===== src/source/load_bus_pkg.sv =====
`default_nettype none

package load_bus_pkg;

	// bus widths
	localparam int ADDR_W = 32;
	localparam int DATA_W = 32;
	localparam int ID_W = 4;

	// AXI read channel field types
	typedef logic [ADDR_W-1:0] addr_t;
	typedef logic [DATA_W-1:0] data_t;
	typedef logic [ID_W-1:0] axi_id_t;
	typedef logic [3:0] len_t;
	typedef logic [2:0] size_t;
	typedef logic [1:0] burst_t;
	typedef logic [1:0] resp_t;

	// four bytes per beat
	localparam size_t SIZE_WORD = 3'b010;
	localparam burst_t BURST_INCR = 2'b01;
	localparam resp_t RESP_OKAY = 2'b00;

	// master index, doubles as the burst ID
	typedef enum logic
	{
		MASTER_DATA = 1'b0,
		MASTER_INST = 1'b1
	} master_e;

endpackage

`default_nettype wire


===== src/source/burst_if.sv =====
`timescale 1ns/10ps
`default_nettype none

interface burst_if;
	import load_bus_pkg::*;

	// a line request is owned and not yet released
	logic active;
	master_e owner;
	addr_t line_addr;
	// last beat of the burst has been taken
	logic done;

	modport arb
	(
		output active,
		output owner,
		output line_addr,
		input done
	);

	modport issue
	(
		input active,
		input owner,
		input line_addr
	);

	modport collect
	(
		input active,
		input owner,
		output done
	);

endinterface

`default_nettype wire


===== src/source/load_bus_arbiter.sv =====
`timescale 1ns/10ps
`default_nettype none

module load_bus_arbiter
(
	input logic clk,
	input logic rst_n_i,
	input logic dreq_i,
	input logic ireq_i,
	input load_bus_pkg::addr_t daddr_i,
	input load_bus_pkg::addr_t iaddr_i,
	output logic dgrnt_o,
	output logic igrnt_o,
	burst_if.arb bus
);
	import load_bus_pkg::*;

	typedef enum logic [1:0]
	{
		ST_IDLE,
		ST_OWNED,
		ST_CLOSING
	} state_e;

	state_e state;
	master_e owner;
	master_e pick;
	addr_t line_addr;
	logic grant_start;
	logic owner_req;

	// data side wins a tie
	always_comb
	begin
		if (dreq_i)
			pick = MASTER_DATA;
		else
			pick = MASTER_INST;
	end

	assign grant_start = (state == ST_IDLE) && (dreq_i || ireq_i);
	assign owner_req = (owner == MASTER_DATA) ? dreq_i : ireq_i;

	always_ff @(posedge clk or negedge rst_n_i)
	begin
		if (!rst_n_i)
		begin
			state <= ST_IDLE;
			owner <= MASTER_DATA;
		end
		else
		begin
			case (state)
				ST_IDLE:
				begin
					if (grant_start)
					begin
						state <= ST_OWNED;
						owner <= pick;
					end
				end
				// burst in flight
				ST_OWNED:
				begin
					if (bus.done)
						state <= ST_CLOSING;
				end
				// hold the grant until the owner lets go of req
				ST_CLOSING:
				begin
					if (!owner_req)
						state <= ST_IDLE;
				end
				default:
				begin
					state <= ST_IDLE;
				end
			endcase
		end
	end

	always_ff @(posedge clk)
	begin
		if (grant_start)
			line_addr <= dreq_i ? daddr_i : iaddr_i;
	end

	assign bus.active = (state != ST_IDLE);
	assign bus.owner = owner;
	assign bus.line_addr = line_addr;

	assign dgrnt_o = bus.active && (owner == MASTER_DATA);
	assign igrnt_o = bus.active && (owner == MASTER_INST);

endmodule

`default_nettype wire


===== src/source/read_addr_issue.sv =====
`timescale 1ns/10ps
`default_nettype none

module read_addr_issue
#(
	parameter int LINE_BEATS = 8
)
(
	input logic clk,
	input logic rst_n_i,
	burst_if.issue bus,
	output load_bus_pkg::axi_id_t arid_o,
	output load_bus_pkg::addr_t araddr_o,
	output load_bus_pkg::len_t arlen_o,
	output load_bus_pkg::size_t arsize_o,
	output load_bus_pkg::burst_t arburst_o,
	output logic arvalid_o,
	input logic arready_i
);
	import load_bus_pkg::*;

	localparam addr_t LINE_BYTES = addr_t'(LINE_BEATS * (DATA_W / 8));

	logic accepted;
	logic pending;

	// one burst per grant, gone once the slave takes it
	assign pending = bus.active && !accepted;

	always_ff @(posedge clk or negedge rst_n_i)
	begin
		if (!rst_n_i)
			accepted <= 1'b0;
		else if (!bus.active)
			accepted <= 1'b0;
		else if (pending && arready_i)
			accepted <= 1'b1;
	end

	assign arvalid_o = pending;
	assign arid_o = axi_id_t'(bus.owner);
	// align down to the start of the line
	assign araddr_o = bus.line_addr - (bus.line_addr % LINE_BYTES);
	assign arlen_o = len_t'(LINE_BEATS - 1);
	assign arsize_o = SIZE_WORD;
	assign arburst_o = BURST_INCR;

endmodule

`default_nettype wire


===== src/source/read_data_collect.sv =====
`timescale 1ns/10ps
`default_nettype none

module read_data_collect
#(
	parameter int LINE_BEATS = 8
)
(
	input logic clk,
	input logic rst_n_i,
	burst_if.collect bus,
	input load_bus_pkg::axi_id_t rid_i,
	input load_bus_pkg::data_t rdata_i,
	input load_bus_pkg::resp_t rresp_i,
	input logic rlast_i,
	input logic rvalid_i,
	output logic rready_o,
	output load_bus_pkg::data_t drdata_o,
	output load_bus_pkg::data_t irdata_o,
	output logic drvalid_o,
	output logic irvalid_o,
	output logic drlast_o,
	output logic irlast_o,
	output logic drerr_o,
	output logic irerr_o
);
	import load_bus_pkg::*;

	localparam int CNT_W = $clog2(LINE_BEATS);
	localparam logic [CNT_W-1:0] LAST_BEAT = CNT_W'(LINE_BEATS - 1);

	logic [CNT_W-1:0] beat_cnt;
	logic finished;
	logic err_q;
	logic done_q;
	logic beat_fire;
	logic last_fire;
	logic beat_err;
	logic last_err;
	logic is_data;

	assign rready_o = bus.active && !finished;
	assign beat_fire = rvalid_i && rready_o;
	assign last_fire = beat_fire && rlast_i;
	assign is_data = (bus.owner == MASTER_DATA);

	// bad response, foreign ID, or rlast on the wrong beat
	assign beat_err = (rresp_i != RESP_OKAY)
		|| (rid_i != axi_id_t'(bus.owner))
		|| (rlast_i != (beat_cnt == LAST_BEAT));
	assign last_err = err_q || beat_err;

	always_ff @(posedge clk or negedge rst_n_i)
	begin
		if (!rst_n_i)
		begin
			beat_cnt <= '0;
			finished <= 1'b0;
			err_q <= 1'b0;
		end
		else if (!bus.active)
		begin
			beat_cnt <= '0;
			finished <= 1'b0;
			err_q <= 1'b0;
		end
		else if (beat_fire)
		begin
			beat_cnt <= beat_cnt + 1'b1;
			err_q <= last_err;
			if (rlast_i)
				finished <= 1'b1;
		end
	end

	// one-cycle pulse after the last beat
	always_ff @(posedge clk or negedge rst_n_i)
	begin
		if (!rst_n_i)
			done_q <= 1'b0;
		else
			done_q <= last_fire;
	end

	assign bus.done = done_q;

	// steer the beat to whoever owns the bus
	assign drdata_o = is_data ? rdata_i : '0;
	assign irdata_o = is_data ? '0 : rdata_i;
	assign drvalid_o = beat_fire && is_data;
	assign irvalid_o = beat_fire && !is_data;
	assign drlast_o = last_fire && is_data;
	assign irlast_o = last_fire && !is_data;
	assign drerr_o = last_fire && is_data && last_err;
	assign irerr_o = last_fire && !is_data && last_err;

endmodule

`default_nettype wire


===== src/source/mips_load_bus.sv =====
`timescale 1ns/10ps
`default_nettype none

module mips_load_bus
#(
	parameter int LINE_BEATS = 8
)
(
	input logic clk,
	input logic rst_n_i,

	// data cache side
	input logic dmst_req_i,
	input load_bus_pkg::addr_t dmst_addr_i,
	output logic dmst_grnt_o,
	output load_bus_pkg::data_t dmst_rdata_o,
	output logic dmst_rvalid_o,
	output logic dmst_rlast_o,
	output logic dmst_rerr_o,

	// instruction cache side
	input logic imst_req_i,
	input load_bus_pkg::addr_t imst_addr_i,
	output logic imst_grnt_o,
	output load_bus_pkg::data_t imst_rdata_o,
	output logic imst_rvalid_o,
	output logic imst_rlast_o,
	output logic imst_rerr_o,

	// read address channel
	output load_bus_pkg::axi_id_t arid_o,
	output load_bus_pkg::addr_t araddr_o,
	output load_bus_pkg::len_t arlen_o,
	output load_bus_pkg::size_t arsize_o,
	output load_bus_pkg::burst_t arburst_o,
	output logic arvalid_o,
	input logic arready_i,

	// read data channel
	input load_bus_pkg::axi_id_t rid_i,
	input load_bus_pkg::data_t rdata_i,
	input load_bus_pkg::resp_t rresp_i,
	input logic rlast_i,
	input logic rvalid_i,
	output logic rready_o
);

	burst_if bus_if ();

	load_bus_arbiter u_arbiter
	(
		.clk(clk),
		.rst_n_i(rst_n_i),
		.dreq_i(dmst_req_i),
		.ireq_i(imst_req_i),
		.daddr_i(dmst_addr_i),
		.iaddr_i(imst_addr_i),
		.dgrnt_o(dmst_grnt_o),
		.igrnt_o(imst_grnt_o),
		.bus(bus_if.arb)
	);

	read_addr_issue
	#(
		.LINE_BEATS(LINE_BEATS)
	)
	u_addr_issue
	(
		.clk(clk),
		.rst_n_i(rst_n_i),
		.bus(bus_if.issue),
		.arid_o(arid_o),
		.araddr_o(araddr_o),
		.arlen_o(arlen_o),
		.arsize_o(arsize_o),
		.arburst_o(arburst_o),
		.arvalid_o(arvalid_o),
		.arready_i(arready_i)
	);

	read_data_collect
	#(
		.LINE_BEATS(LINE_BEATS)
	)
	u_data_collect
	(
		.clk(clk),
		.rst_n_i(rst_n_i),
		.bus(bus_if.collect),
		.rid_i(rid_i),
		.rdata_i(rdata_i),
		.rresp_i(rresp_i),
		.rlast_i(rlast_i),
		.rvalid_i(rvalid_i),
		.rready_o(rready_o),
		.drdata_o(dmst_rdata_o),
		.irdata_o(imst_rdata_o),
		.drvalid_o(dmst_rvalid_o),
		.irvalid_o(imst_rvalid_o),
		.drlast_o(dmst_rlast_o),
		.irlast_o(imst_rlast_o),
		.drerr_o(dmst_rerr_o),
		.irerr_o(imst_rerr_o)
	);

endmodule

`default_nettype wire


===== config.mk =====
export PLATFORM = sky130hd
export DESIGN_NAME = mips_load_bus
export DESIGN_NICKNAME = d
export VERILOG_FILES = /design/src/source/load_bus_pkg.sv /design/src/source/burst_if.sv /design/src/source/load_bus_arbiter.sv /design/src/source/read_addr_issue.sv /design/src/source/read_data_collect.sv /design/src/source/mips_load_bus.sv
export SDC_FILE = /design/constraint.sdc
export NUM_CORES = 1
export LEC_CHECK = 0
export BUFFER_PORTS_ARGS = -buffer_cell sky130_fd_sc_hd__buf_2
export CAP_MARGIN = 0
export CORE_UTILIZATION = 35
export DETAILED_ROUTE_END_ITERATION = 7
export PLACE_DENSITY = 0.74
export SLEW_MARGIN = 15
export SYNTH_ARGS = -nofsm -noshare
export SYNTH_HDL_FRONTEND = slang
export SYNTH_HIERARCHICAL = 1
export SYNTH_SLANG_ARGS = --single-unit
export TNS_END_PERCENT = 5

===== constraint.sdc =====
create_clock -name clk -period 2.45 [get_ports clk]
set_clock_uncertainty 0.15 [all_clocks]
set_input_delay 0.49 -clock clk [delete_from_list [all_inputs] [get_ports clk]]
set_output_delay 0.49 -clock clk [all_outputs]
set_load 0.02 [all_outputs]

==> results of run 1 <==
==> registers in the layout, summed over array words and instances, names as in the netlist <==
| name | flops |
|---|---|
| u_addr_issue/accepted | 1 |
| u_arbiter/bus.line_addr | 27 |
| u_arbiter/bus.owner | 1 |
| u_arbiter/state | 2 |
| u_data_collect/beat_cnt | 3 |
| u_data_collect/bus.done | 1 |
| u_data_collect/err_q | 1 |
| u_data_collect/finished | 1 |
==> report_power, final <==
group | total (mW) | switching [mW] | leakage (nW) | internal, mW
combinational | 1.89 | 1.18 | 1.43 | 0.707
sequential | 1.01 | 0.125 | 0.368 | 0.883
clock | 0.520 | 0.214 | 0.0554 | 0.305
==> worst max-delay path by stage <==
stage                                                start       endpoint  slack [ps]  cells past startpoint
floorplan                   u_arbiter/state[0]$_DFFE_PN0P_  dmst_rvalid_o         300                      5
global placement            u_arbiter/state[0]$_DFFE_PN0P_    dmst_rerr_o         330                      6
detailed placement          u_arbiter/state[0]$_DFFE_PN0P_    dmst_rerr_o         280                      6
CTS                         u_arbiter/state[0]$_DFFE_PN0P_    imst_rerr_o           1                      6
global route        u_data_collect/beat_cnt[0]$_DFFE_PN0P_    dmst_rerr_o         -10                      6
finish              u_data_collect/beat_cnt[0]$_DFFE_PN0P_    dmst_rerr_o          60                      6
==> critical path: cells and delay by family (launching register included) <==
family	cells	cell delay [ps]
xor gates and xnor gates	1	150
adders and majority gates	2	410
buffers and inverters	1	190
DFF	1	400
and+or+nand+nor	2	330
==> layout make-up <==
cell class / count / area share
Multi-Input combinational cell: 152 / 0.3280
Timing Repair Buffer: 206 / 0.3036
Sequential cell: 37 / 0.3008
Tap cell: 96 / 0.03397
Clock buffer: 6 / 0.02052
Clock inverter: 2 / 0.01097
Inverter: 2 / 0.002123
==> stage by stage <==
step                      hold slack (ps)  worst slack [ps]
after CTS                           249.0             1.354
final                               258.0             55.93
after floorplan                     44.41             300.9
after detailed placement            222.3             278.5
after global routing                249.7            -13.75
after global placement              211.3             330.9
==> what timing repair did <==
item / 4_1_cts / 5_1_grt
resized for setup: 1 / 3
pin swaps: 0 / 0
endpoints found under the hold margin: 10 / 0
hold buffers: 1 / 0
setup endpoints to repair: 2 / 4
==> per-layer routing <==
| layer | track usage | vias to the layer above | part of all wire |
|---|---|---|---|
| met3 | 0.03981 | 12 | 0.057 |
| met2 | 0.2670 | 89 | 0.51 |
| met1 | 0.2036 | 936 | 0.42 |
| met4 | 0.05606 | 0 | 0.017 |
| li1 | - | 1049 | - |
| met5 | 0 | - | 0 |
==> run summary, run 1 <==
• netlist area before placement: 0.002521 mm^2
• number of cells on the worst reg-to-reg path: 4
• CTS clock-pin slew for the worst setup and hold paths: 70 ps
• Slew Limit Fails: 0
• GRT Resource Usage Total: 0.1608
• row count: 30
• vertical die dimension: 86.87 um
• number of search-and-repair iterations in the first detailed-routing pass: 4
• Core Area: 0.006869 mm^2
• area of the die: 0.007546 mm^2
• leakage power of the design: 1.852 nW
• Min-Delay Startpoint: arready_i
• clock buffers created by TritonCTS: 5
• unrepaired setup endpoints after global routing: yes
• number of top-level design ports: 228
• Worst path slowest cell: sky130_fd_sc_hd__dfrtp_1
• synthesized instance count: 233
• final hold vios: 0
• max capacitance violation total: 0
• total number of vias: 2086
• share of the clock period used by the worst path: 0.9772
• Starting Density: 0.3670
• hold endpoint: u_addr_issue/accepted$_DFFE_PN0P_
• startpoint class of the critical path: flip-flop
• Max Buffers Root-to-Sink: 2
• Cells after DPL: 492
• Detailed Place HPWL: 5205 um
• via count of the first global-routing pass: 1904
• H-tree Lvls: 2
• outcome: finished clean
• global placer's final weighted congestion: 0.7175
• cell repeated most along the worst path: sky130_fd_sc_hd__ha_1
• Residual DRC: 0
• Hold Path Stages: 2
• worst ir drop on vdd: 424.4 uV
• Register-to-Register Setup Slack: 750 ps
• worst endpoint data arrival time: 1750 ps
• total power consumption of the routed design: 3.418 mW
• utilization of the core after routing: 0.5148
• PortBufs: 200
• critical path capture point type: output port
• critical path cell sequence: ha_1, ha_1, xnor2_1, and4_4, nor3_2, buf_2
• reg2reg end: u_arbiter/bus.line_addr[24]$_DFFE_PP_
• Avg Synthesized Cell Area: 10.82 um^2
• Critical Path Max Stage Delay: 400 ps
• wire length per cell: 12.65 um
• post-CTS setup buffers: 0
• later-pin clock latency in the skew report: 280 ps
• final routed wirelength across all metal layers: 6339 um
• filler cell count in the final layout: 634
• register area: 0.001064 mm^2
• CTS tree: done
• final net count: 515
• area growth from synthesis to layout: 40.25%
• GRT Residual Overflow: 0
• Fmax: 0.4177 GHz
• die outline width: 86.87 um
• critical path type: reg -> out
• YS warnings: 6
• count of non-filler cells in the finished layout: 501
• global-route wire length before repair: 9225 um
• path class of the lowest-slack min-delay path: in -> reg
• most frequent cells in the layout: 200 x sky130_fd_sc_hd__buf_2, 36 x sky130_fd_sc_hd__nor2b_1, 34 x sky130_fd_sc_hd__and2_1
• post-detailed-placement cell area: 0.003410 mm^2
• DR iter-0 viols: 52
• via-per-instance ratio: 4.164
• highest fanout seen on the critical path: 3
• initial antenna violation count: 0
• power per unit of standard cell area: 966.6 mW/mm^2
• Setup-failing EPs final: 0
• diodes inserted: 0
• antenna viol nets, final: 0
• most common library cell in the layout ignoring fill and taps: sky130_fd_sc_hd__buf_2
• cell area after layout: 0.003536 mm^2
• share of final-layout standard cells stronger than drive strength 1: 0.6173
• final critical-path required period: 2394 ps
• TritonCTS Sinks: 37
• area occupied by multi-input gates: 0.001160 mm^2
• setup tns final: 0 ps
• launch instance of the worst register-to-register path: u_arbiter/state[0]$_DFFE_PN0P_
• cell chosen for the clock root: sky130_fd_sc_hd__clkbuf_8
• Req. time, crit path: 1810 ps
• maximum number of pins on one net before global-route repair: 53
Note: power is estimated with default switching activity, not from simulation.
==> run 2, diff against run 1 <==
PLACE_DENSITY = 0.82   (was 0.74)
==> run 2 against run 1 <==
Net effect:
- core utilization grew 0.25 points
- cell area up 0.50%
- fmax is 2.4% higher
- flip-flop and latch count stayed put
==> run summary, run 2 (same netlist as run 1, synthesis figures left out) <==
• Residual DRC: 0
• maximum number of pins on one net before global-route repair: 60
• filler cell count in the final layout: 653
• critical path cell sequence: ha_1, ha_1, xnor2_1, and4_4, nor3_2, buf_4
• final hold vios: 0
• via count of the first global-routing pass: 1941
• Detailed Place HPWL: 5261 um
• H-tree Lvls: 2
• TritonCTS Sinks: 37
• cell chosen for the clock root: sky130_fd_sc_hd__clkbuf_8
• startpoint class of the critical path: flip-flop
• antenna viol nets, final: 0
• row count: 30
• number of top-level design ports: 228
• final critical-path required period: 2338 ps
• global placer's final weighted congestion: 0.7944
• critical path capture point type: output port
• CTS clock-pin slew for the worst setup and hold paths: 80 ps
• max capacitance violation total: 0
• PortBufs: 200
• vertical die dimension: 86.87 um
• global-route wire length before repair: 9356 um
• Setup-failing EPs final: 0
• die outline width: 86.87 um
• area of the die: 0.007546 mm^2
• Worst path slowest cell: sky130_fd_sc_hd__dfrtp_1
• top register by number of flip-flops: u_arbiter/bus.line_addr
• outcome: finished clean
• DR iter-0 viols: 70
• total power consumption of the routed design: 3.466 mW
• total number of vias: 2096
• Req. time, crit path: 1810 ps
• critical path type: reg -> out
• worst ir drop on vdd: 469.1 uV
• number of search-and-repair iterations in the first detailed-routing pass: 4
• Slew Limit Fails: 0
• leading registers by flop count: u_arbiter/bus.line_addr: 27 flops, u_data_collect/beat_cnt: 3 flops, u_arbiter/state: 2 flops
• final net count: 516
• Critical Path Max Stage Delay: 390 ps
• later-pin clock latency in the skew report: 280 ps
• cell repeated most along the worst path: sky130_fd_sc_hd__ha_1
• GRT Resource Usage Total: 0.1607
• Core Area: 0.006869 mm^2
• flip-flop count of the largest register, all copies and words added: 27
• Fmax: 0.4277 GHz
• diodes inserted: 0
• Max Buffers Root-to-Sink: 2
• clock buffers created by TritonCTS: 5
• GRT Residual Overflow: 0
• leakage power of the design: 1.857 nW
• share of final-layout standard cells stronger than drive strength 1: 0.6108
• unrepaired setup endpoints after global routing: no
• power per unit of standard cell area: 975.3 mW/mm^2
• share of the clock period used by the worst path: 0.9542
• initial antenna violation count: 0
• Starting Density: 0.3670
• most frequent cells in the layout: 199 x sky130_fd_sc_hd__buf_2, 36 x sky130_fd_sc_hd__nor2b_1, 34 x sky130_fd_sc_hd__and2_1
• highest fanout seen on the critical path: 3
• CTS tree: done
• path class of the lowest-slack min-delay path: in -> reg
• via-per-instance ratio: 4.175
• final routed wirelength across all metal layers: 6520 um
• wire length per cell: 12.99 um
• setup tns final: 0 ps
• area growth from synthesis to layout: 40.94%
• most common library cell in the layout ignoring fill and taps: sky130_fd_sc_hd__buf_2
• worst endpoint data arrival time: 1700 ps
[run 2: report_power, final]
part,switching [mW],leakage [nW],internal [mW],total (mW)
sequential,0.114,0.369,0.881,0.995
combinational,1.21,1.44,0.739,1.95
clock,0.217,0.0518,0.300,0.517
total,1.55,1.86,1.92,3.47
[run 2: final cells by class]
type | count | area [um^2] | area share
Multi-Input combinational cell | 152 | 1157 | 0.3257
Inverter | 2 | 7.507 | 0.002113
Tap cell | 96 | 120.1 | 0.03380
Sequential cell | 37 | 1062 | 0.2989
Clock inverter | 3 | 41.29 | 0.01162
Timing Repair Buffer | 207 | 1096 | 0.3085
Clock buffer | 5 | 68.82 | 0.01937
[run 2: per-stage QoR]
| stage | cells | hold WS, ps | setup WS [ps] | util | instance area [um^2] |
|---|---|---|---|---|---|
| 4_1_cts | 501 | 249.1 | 56.05 | 0.5157 | 3542 |
| 5_1_grt | 502 | 240.8 | 6.196 | 0.5173 | 3553 |
| 3_3_place_gp | 492 | 209.9 | 354.0 | 0.4982 | 3422 |
| 2_1_floorplan | 248 | 44.41 | 300.9 | - | 2577 |
| 6_report | 502 | 258.0 | 112.2 | 0.5173 | 3553 |
| 3_5_place_dp | 492 | 216.2 | 330.0 | 0.4982 | 3422 |
[run 2: critical path: cells and delay by family, from the launching register on]
kind	cells	cell delay, ps
DFF	1	390
xor gates and xnor gates	1	150
adders and majority gates	2	390
and+or+nand+nor	2	300
buffers and inverters	1	180
[run 2: final timing paths]
path                       slack [ps]                                   start  cells past startpoint                                     end
min in group asynchronous         430                                 rst_n_i                      2  u_data_collect/beat_cnt[0]$_DFFE_PN0P_
max in group asynchronous        1500                                 rst_n_i                      2         u_arbiter/bus.owner$_DFFE_PN0P_
hold reg to reg                   340       u_data_collect/bus.done$_DFF_PN0_                      1          u_arbiter/state[0]$_DFFE_PN0P_
hold / removal                    260                               arready_i                      2       u_addr_issue/accepted$_DFFE_PN0P_
setup / recovery                  110  u_data_collect/beat_cnt[0]$_DFFE_PN0P_                      6                             dmst_rerr_o
setup reg to reg                  710          u_arbiter/state[0]$_DFFE_PN0P_                      4   u_arbiter/bus.line_addr[23]$_DFFE_PP_
[run 2: timing repair]
action,4_1_cts,5_1_grt
endpoints found under the hold margin,10,0
hold buffers,1,0
endpoints found under the setup margin,0,3
setup buffers,0,1
resized for setup,0,3
[run 2: routing by layer]
layer | GRT usage | vias up | wire, um
met1 | 0.2050 | 950 | 2883
met4 | 0.03636 | 0 | 49
met2 | 0.2684 | 95 | 3145
met3 | 0.04739 | 6 | 442
li1 | - | 1045 | -
met5 | 0 | - | 0
